**src/hw/bpb_addr_pkg.sv**
```systemverilog
`default_nettype none

package bpb_addr_pkg;

    localparam int WORD_WIDTH = 32;

    // entry select bits sit just above the byte offset
    localparam int OFFSET_WIDTH = 2;
    localparam int INDEX_WIDTH = 4;
    localparam int ENTRY_COUNT = 1 << INDEX_WIDTH;
    localparam int TAG_WIDTH = WORD_WIDTH - OFFSET_WIDTH - INDEX_WIDTH;

    typedef logic [WORD_WIDTH - 1:0] word_t;
    typedef logic [INDEX_WIDTH - 1:0] index_t;
    typedef logic [TAG_WIDTH - 1:0] tag_t;

    // one write enable per entry
    typedef logic [ENTRY_COUNT - 1:0] entry_mask_t;

    // boot vector
    localparam word_t RESET_TARGET = 32'hbfc0_0000;

endpackage

`default_nettype wire

```
**src/hw/bpb_counter_pkg.sv**
```systemverilog
`default_nettype none

package bpb_counter_pkg;

    // two-bit taken counter
    //   cold    -> warm on taken
    //   warm    -> hot on taken, cold on not-taken
    //   hot     -> cooling on not-taken
    //   cooling -> hot on taken, cold on not-taken
    // upper bit is the prediction
    typedef enum logic [1:0]
    {
        cnt_cold    = 2'b00,
        cnt_warm    = 2'b01,
        cnt_hot     = 2'b11,
        cnt_cooling = 2'b10
    } counter_t;

endpackage

`default_nettype wire

```
**src/hw/bpb_commit_stage.sv**
```systemverilog
`timescale 1ns/1ns
`default_nettype none

module bpb_commit_stage
(
    input  wire logic                      clk,
    input  wire logic                      reset,
    input  wire logic                      stall,
    input  wire logic                      commit_valid,
    input  wire bpb_addr_pkg::word_t       commit_pc,
    input  wire logic                      commit_taken,
    input  wire bpb_addr_pkg::word_t       commit_target,
    output bpb_addr_pkg::entry_mask_t      entry_wen,
    output bpb_addr_pkg::tag_t             wr_tag,
    output logic                           wr_taken,
    output bpb_addr_pkg::word_t            wr_target
);

    logic                  held_valid;
    bpb_addr_pkg::index_t  held_index;

    always_ff @(posedge clk or posedge reset)
    begin
        if (reset)
        begin
            held_valid <= 1'b0;
        end
        else if (!stall)
        begin
            held_valid <= commit_valid;
        end
    end

    // commit payload
    always_ff @(posedge clk)
    begin
        if (!stall)
        begin
            wr_tag     <= commit_pc[bpb_addr_pkg::WORD_WIDTH - 1 -: bpb_addr_pkg::TAG_WIDTH];
            held_index <= commit_pc[bpb_addr_pkg::OFFSET_WIDTH +: bpb_addr_pkg::INDEX_WIDTH];
            wr_taken   <= commit_taken;
            wr_target  <= commit_target;
        end
    end

    // one-hot decode gated by stall
    always_comb
    begin
        for (int i = 0; i < bpb_addr_pkg::ENTRY_COUNT; i++)
        begin
            entry_wen[i] = held_valid && !stall
                && (held_index == bpb_addr_pkg::index_t'(i));
        end
    end

endmodule

`default_nettype wire

```
**src/hw/bpb_entry.sv**
```systemverilog
`timescale 1ns/1ns
`default_nettype none

module bpb_entry
(
    input  wire logic                  clk,
    input  wire logic                  reset,
    input  wire logic                  wen,
    input  wire bpb_addr_pkg::tag_t    wr_tag,
    input  wire logic                  wr_taken,
    input  wire bpb_addr_pkg::word_t   wr_target,
    output bpb_addr_pkg::tag_t         tag,
    output logic                       taken,
    output bpb_addr_pkg::word_t        target
);

    bpb_counter_pkg::counter_t state;
    bpb_counter_pkg::counter_t state_next;

    // counter step on a tag match
    always_comb
    begin
        case (state)
            bpb_counter_pkg::cnt_cold:
            begin
                state_next = wr_taken ? bpb_counter_pkg::cnt_warm : bpb_counter_pkg::cnt_cold;
            end
            bpb_counter_pkg::cnt_warm:
            begin
                state_next = wr_taken ? bpb_counter_pkg::cnt_hot : bpb_counter_pkg::cnt_cold;
            end
            bpb_counter_pkg::cnt_hot:
            begin
                state_next = wr_taken ? bpb_counter_pkg::cnt_hot : bpb_counter_pkg::cnt_cooling;
            end
            bpb_counter_pkg::cnt_cooling:
            begin
                state_next = wr_taken ? bpb_counter_pkg::cnt_hot : bpb_counter_pkg::cnt_cold;
            end
            default:
            begin
                state_next = bpb_counter_pkg::cnt_cold;
            end
        endcase
    end

    always_ff @(posedge clk or posedge reset)
    begin
        if (reset)
        begin
            tag    <= '0;
            state  <= bpb_counter_pkg::cnt_cold;
            target <= bpb_addr_pkg::RESET_TARGET;
        end
        else if (wen)
        begin
            if (wr_tag != tag)
            begin
                // new branch takes over the line
                tag    <= wr_tag;
                state  <= bpb_counter_pkg::cnt_cold;
                target <= wr_target;
            end
            else
            begin
                state <= state_next;
            end
        end
    end

    assign taken = state[1];

endmodule

`default_nettype wire

```
**src/hw/bpb_lookup_select.sv**
```systemverilog
`timescale 1ns/1ns
`default_nettype none

module bpb_lookup_select
(
    input  wire bpb_addr_pkg::word_t [1:0]                             lookup_pc,
    input  wire bpb_addr_pkg::tag_t [bpb_addr_pkg::ENTRY_COUNT - 1:0]  entry_tag,
    input  wire bpb_addr_pkg::entry_mask_t                             entry_taken,
    input  wire bpb_addr_pkg::word_t [bpb_addr_pkg::ENTRY_COUNT - 1:0] entry_target,
    output logic [1:0]                                                 lookup_hit,
    output logic [1:0]                                                 lookup_taken,
    output bpb_addr_pkg::word_t [1:0]                                  lookup_target
);

    // one read port per fetch slot
    for (genvar s = 0; s < 2; s++)
    begin : g_slot
        bpb_addr_pkg::index_t slot_index;
        bpb_addr_pkg::tag_t   slot_tag;

        assign slot_index =
            lookup_pc[s][bpb_addr_pkg::OFFSET_WIDTH +: bpb_addr_pkg::INDEX_WIDTH];
        assign slot_tag =
            lookup_pc[s][bpb_addr_pkg::WORD_WIDTH - 1 -: bpb_addr_pkg::TAG_WIDTH];

        assign lookup_hit[s] = (entry_tag[slot_index] == slot_tag);

        // a miss never predicts taken
        assign lookup_taken[s] = lookup_hit[s] && entry_taken[slot_index];

        assign lookup_target[s] = entry_target[slot_index];
    end

endmodule

`default_nettype wire

```
**src/hw/bpb_top.sv**
```systemverilog
`timescale 1ns/1ns
`default_nettype none

module bpb_top
(
    input  wire logic                       clk,
    input  wire logic                       reset,
    input  wire logic                       stall,
    input  wire bpb_addr_pkg::word_t [1:0]  lookup_pc,
    input  wire logic                       commit_valid,
    input  wire bpb_addr_pkg::word_t        commit_pc,
    input  wire logic                       commit_taken,
    input  wire bpb_addr_pkg::word_t        commit_target,
    output logic [1:0]                      lookup_hit,
    output logic [1:0]                      lookup_taken,
    output bpb_addr_pkg::word_t [1:0]       lookup_target
);

    bpb_addr_pkg::entry_mask_t                             entry_wen;
    bpb_addr_pkg::tag_t                                    wr_tag;
    logic                                                  wr_taken;
    bpb_addr_pkg::word_t                                   wr_target;

    bpb_addr_pkg::tag_t [bpb_addr_pkg::ENTRY_COUNT - 1:0]  entry_tag;
    bpb_addr_pkg::entry_mask_t                             entry_taken;
    bpb_addr_pkg::word_t [bpb_addr_pkg::ENTRY_COUNT - 1:0] entry_target;

    bpb_commit_stage u_commit
    (
        .clk           (clk),
        .reset         (reset),
        .stall         (stall),
        .commit_valid  (commit_valid),
        .commit_pc     (commit_pc),
        .commit_taken  (commit_taken),
        .commit_target (commit_target),
        .entry_wen     (entry_wen),
        .wr_tag        (wr_tag),
        .wr_taken      (wr_taken),
        .wr_target     (wr_target)
    );

    // write data is shared and only wen differs per line
    for (genvar i = 0; i < bpb_addr_pkg::ENTRY_COUNT; i++)
    begin : g_entry
        bpb_entry u_entry
        (
            .clk       (clk),
            .reset     (reset),
            .wen       (entry_wen[i]),
            .wr_tag    (wr_tag),
            .wr_taken  (wr_taken),
            .wr_target (wr_target),
            .tag       (entry_tag[i]),
            .taken     (entry_taken[i]),
            .target    (entry_target[i])
        );
    end

    bpb_lookup_select u_select
    (
        .lookup_pc     (lookup_pc),
        .entry_tag     (entry_tag),
        .entry_taken   (entry_taken),
        .entry_target  (entry_target),
        .lookup_hit    (lookup_hit),
        .lookup_taken  (lookup_taken),
        .lookup_target (lookup_target)
    );

endmodule

`default_nettype wire

```
**config.mk**
```make
export PLATFORM = sky130hd
export DESIGN_NAME = bpb_top
export DESIGN_NICKNAME = d
export VERILOG_FILES = /design/src/hw/bpb_addr_pkg.sv /design/src/hw/bpb_counter_pkg.sv /design/src/hw/bpb_commit_stage.sv /design/src/hw/bpb_entry.sv /design/src/hw/bpb_lookup_select.sv /design/src/hw/bpb_top.sv
export SDC_FILE = /design/constraint.sdc
export NUM_CORES = 2
export LEC_CHECK = 0
export BUFFER_PORTS_ARGS = -buffer_cell sky130_fd_sc_hd__buf_4
export CORE_MARGIN = 2
export CORE_UTILIZATION = 56
export CTS_CLUSTER_SIZE = 30
export DETAILED_ROUTE_END_ITERATION = 7
export PLACE_DENSITY = 0.73
export SLEW_MARGIN = 20
export SYNTH_ARGS = -nofsm -noshare
export SYNTH_HDL_FRONTEND = slang
export SYNTH_SLANG_ARGS = --single-unit
```
**constraint.sdc**
```tcl
create_clock -name clk -period 45.8 [get_ports clk]
set_clock_uncertainty 0.2 [all_clocks]
set_input_delay 9.16 -clock clk [delete_from_list [all_inputs] [get_ports clk]]
set_output_delay 9.16 -clock clk [all_outputs]
set_load 0.01 [all_outputs]
```
==> flow_summary.toml <==
[status]
status = "finished, final reports clean"

[finish]
drive_gt1_share_pct = 51.2
n_fill_cell = 7966
final_util_pct = 62.0
stdcell_count = 5490
final_nets = 4166
diodes = 0
area_delta_synth_final_pct = 10.2

[synth]
yosys_warnings = 0
syn_avg_cell_area_um2 = 14.8
yosysTopAreaCell = "dfrtp_1"
synth_common_cells = "mux2_2 (944), dfrtp_1 (817), mux4_2 (509)"
ys.flop_type = "dfrtp_1"
synth_seq_cells = 1024
yosysSeqAreaShare_pct = 44.3
syn_nets = 4148
synth_cells = 3983
yosys.area.top_type_share_pct = 34.7
synthTopCellsByArea = "dfrtp_1 (35%), mux4_2 (19%), mux2_2 (18%)"
ys_types = 53
synth_area_mm2 = 0.0590
synth.most_common_cell = "mux2_2"
ys_async_sr_fraction_pct = 93.8
synth_edf_count = 63

[drt]
via_per_inst = 6.76
drc = 0
vias = 37100
detail-route-antenna-nets = 0
drtIter0Drc = 3708
drt_first_pass_iters = 7
avgRoutedWirePerCell_um = 32.0
wirelength_mm = 176

[cts]
cts_made_buffers = 110
clk_latency_ps = 730
cts_root_buf = "clkbuf_16"
cts_max_path_buffers = 3
post_cts_buffers = 0
cts-htree-levels = 3
clkSlewWorstSetupHoldPaths_ps = 60
cts_tree = "built"
hold_buffers = 0
numClockSinks = 1024
post_cts_resized = 0

[timing]
slew_headroom_pct = 17.2
max_slew.worst_pin.slew_ps = 1240
finalMaxSlewViolations = 0
setup_viol = 0
fin_crit_ps = 24060
hold_violations = 0
min_period_over_period_pct = 52.5
rsz0062_at_grt = "no"
finalSetupTns_ps = 0
fmax_mhz = 41.6

[pwr]
p_leak_nw = 27.0
p_per_area_mw_per_mm2 = 50.7
ir_drop_uv = 39.3

[min_path]
hp-class = "flop to flop"
worstHoldStart = "g_entry[2].u_entry.state[0]"
holdPathEnd = "g_entry[2].u_entry.state[0]"
min_path_cells = 2

[global_route]
globalRoute.totalOverflow = 0
grt_pass1_vias = 37000
grt.total_usage_pct = 32.9
grt_pass1_wl_mm = 258
antenna_found_initial = 2
grt_start_max_net_pins = 155

[setup_path]
worstPathRequired_ps = 36440
startpoint_type = "input port"
reg2regPathDepth = 8
critPathSlowestCell = "a2111oi_1"
r2r-end = "g_entry[11].u_entry.tag[2]"
cp_max_fo = 63
critPathMaxStageDelay_ps = 1130
reg2reg_from = "u_commit.wr_tag[10]"
path_class = "input port to primary output"
end_kind = "primary output"
critPathArrivalTime_ps = 14700
cp_cell_sequence = "buf_8, buf_4, buf_4, mux4_2, xor2_1, nor3_1, o21ai_0, a2111oi_1, o211ai_1, nor4b_2, buf_4"
cp_common_cell = "buf_4"
reg2reg_slack_ps = 41250

[floorplanning]
ios = 201
fp.dieW_um = 329
rows = 119
die-area_mm2 = 0.108
die_h_um = 329
core-area_mm2 = 0.105
initial_core_util_pct = 56.3

[placed_design]
portBuffers = 194
place_hpwl_mm = 113
gp_congestion = 0.963
dp_cells = 5279

[flow_run]
maxCapViolations = 0
[cell type report]
type                    count  area, um^2  area share, %
clock buffers             165        3360           5.18
clock inverters            45         566          0.870
inverters                  36         148          0.227
multi-input cells        2548       30900           47.5
flip-flops and latches   1024       26100           40.2
well taps                1391        1740           2.68
repair buffers            281        2190           3.37
[per-layer routing]
layer / share of wire [%] / GRT usage (%) / wire length (um)
met5: 0.0045 / 0 / 8
met4: 4.9 / 13.7 / 8540
met3: 9.1 / 7.51 / 16100
met2: 46 / 49.7 / 80800
met1: 40 / 46.1 / 70500
[power by group]
| group | leakage [nW] | switching [W] | total (W) | internal (W) |
|---|---|---|---|---|
| combinational | 12.5 | 0.000393 | 0.000924 | 0.000531 |
| sequential | 12.6 | 0.000235 | 0.00141 | 0.00118 |
| clock | 1.95 | 0.000394 | 0.000955 | 0.000561 |
[through the flow]
stage | setup slack [ps] | area (um^2) | hold slack, ps | total power (W)
after floorplan | 9650 | 59000 | 271 | 0.00203
after global placement | 21800 | 61000 | 281 | 0.00230
after detailed placement | 21810 | 61000 | 297 | 0.00233
after CTS | 21790 | 65000 | 312 | 0.00329
after global routing | 21590 | 65000 | 336 | 0.00342
final | 21740 | 65000 | 317 | 0.00329
[worst max-delay path by stage]
stage / slack, ps / from / cells after the start / end
finish: 21740 / lookup_pc[34] / 11 / lookup_taken[1]
global route: 21590 / lookup_pc[34] / 11 / lookup_hit[1]
CTS: 21790 / lookup_pc[34] / 11 / lookup_taken[1]
detailed placement: 21810 / lookup_pc[34] / 11 / lookup_taken[1]
global placement: 21800 / lookup_pc[34] / 11 / lookup_taken[1]
floorplan: 9650 / reset / 1 / g_entry[0].u_entry.state[0]
[state kept, by name, indices dropped and copies added (netlist names)]
register and cells:
u_commit.held_index 4, u_commit.wr_tag 26, g_entry.u_entry.tag 416, u_commit.wr_taken 1, u_commit.wr_target 32, u_commit.held_valid 1
g_entry.u_entry.state 32, g_entry.u_entry.target 512
[kinds of logic (layout without fill, tap and decap cells)]
family | Yosys count | in the layout | share of synthesized area, %
compound gates | 113 | 113 | 1.27
xor+xnor | 521 | 521 | 7.74
fa+ha+maj | 32 | 32 | 0.679
buf+inv | 411 | 527 | 3.61
flops | 1024 | 1024 | 44.3
mux | 1569 | 1569 | 39.5
simple gates | 313 | 313 | 2.98
[cells in the final DEF (no fill, tap or decap), types with 6 or more instances in the layout]
master	netlist	routed
a21oi_1	28	28
a22o_1	14	14
a22oi_1	13	13
and3_1	13	13
buf_4	30	271
bufinv_16	0	9
clkbuf_1	113	19
clkbuf_16	0	114
clkbuf_8	0	34
clkinv_2	0	24
dfrtp_1	817	817
dfstp_2	144	144
edfxtp_1	63	63
ha_1	32	32
inv_1	35	33
mux2_2	944	944
mux2i_1	113	113
mux4_2	509	509
nand2_1	61	55
nand2_4	0	6
nand3_1	24	24
nand4_1	56	56
nor2_1	22	13
nor2_4	0	9
nor2b_1	14	13
nor3_1	35	35
nor4_1	64	64
nor4_2	7	7
o21ai_0	18	18
o22ai_1	13	13
xnor2_1	248	248
xor2_1	273	273
[critical path: cells and delay by family]
| family | cells | cell delay (ps) |
|---|---|---|
| buffers and inverters | 4 | 2170 |
| AOI/OAI and AO/OA | 3 | 1670 |
| and+or+nand+nor | 2 | 750 |
| muxes | 1 | 610 |
| xor gates and xnor gates | 1 | 160 |
(Power assumes the default switching activity.)
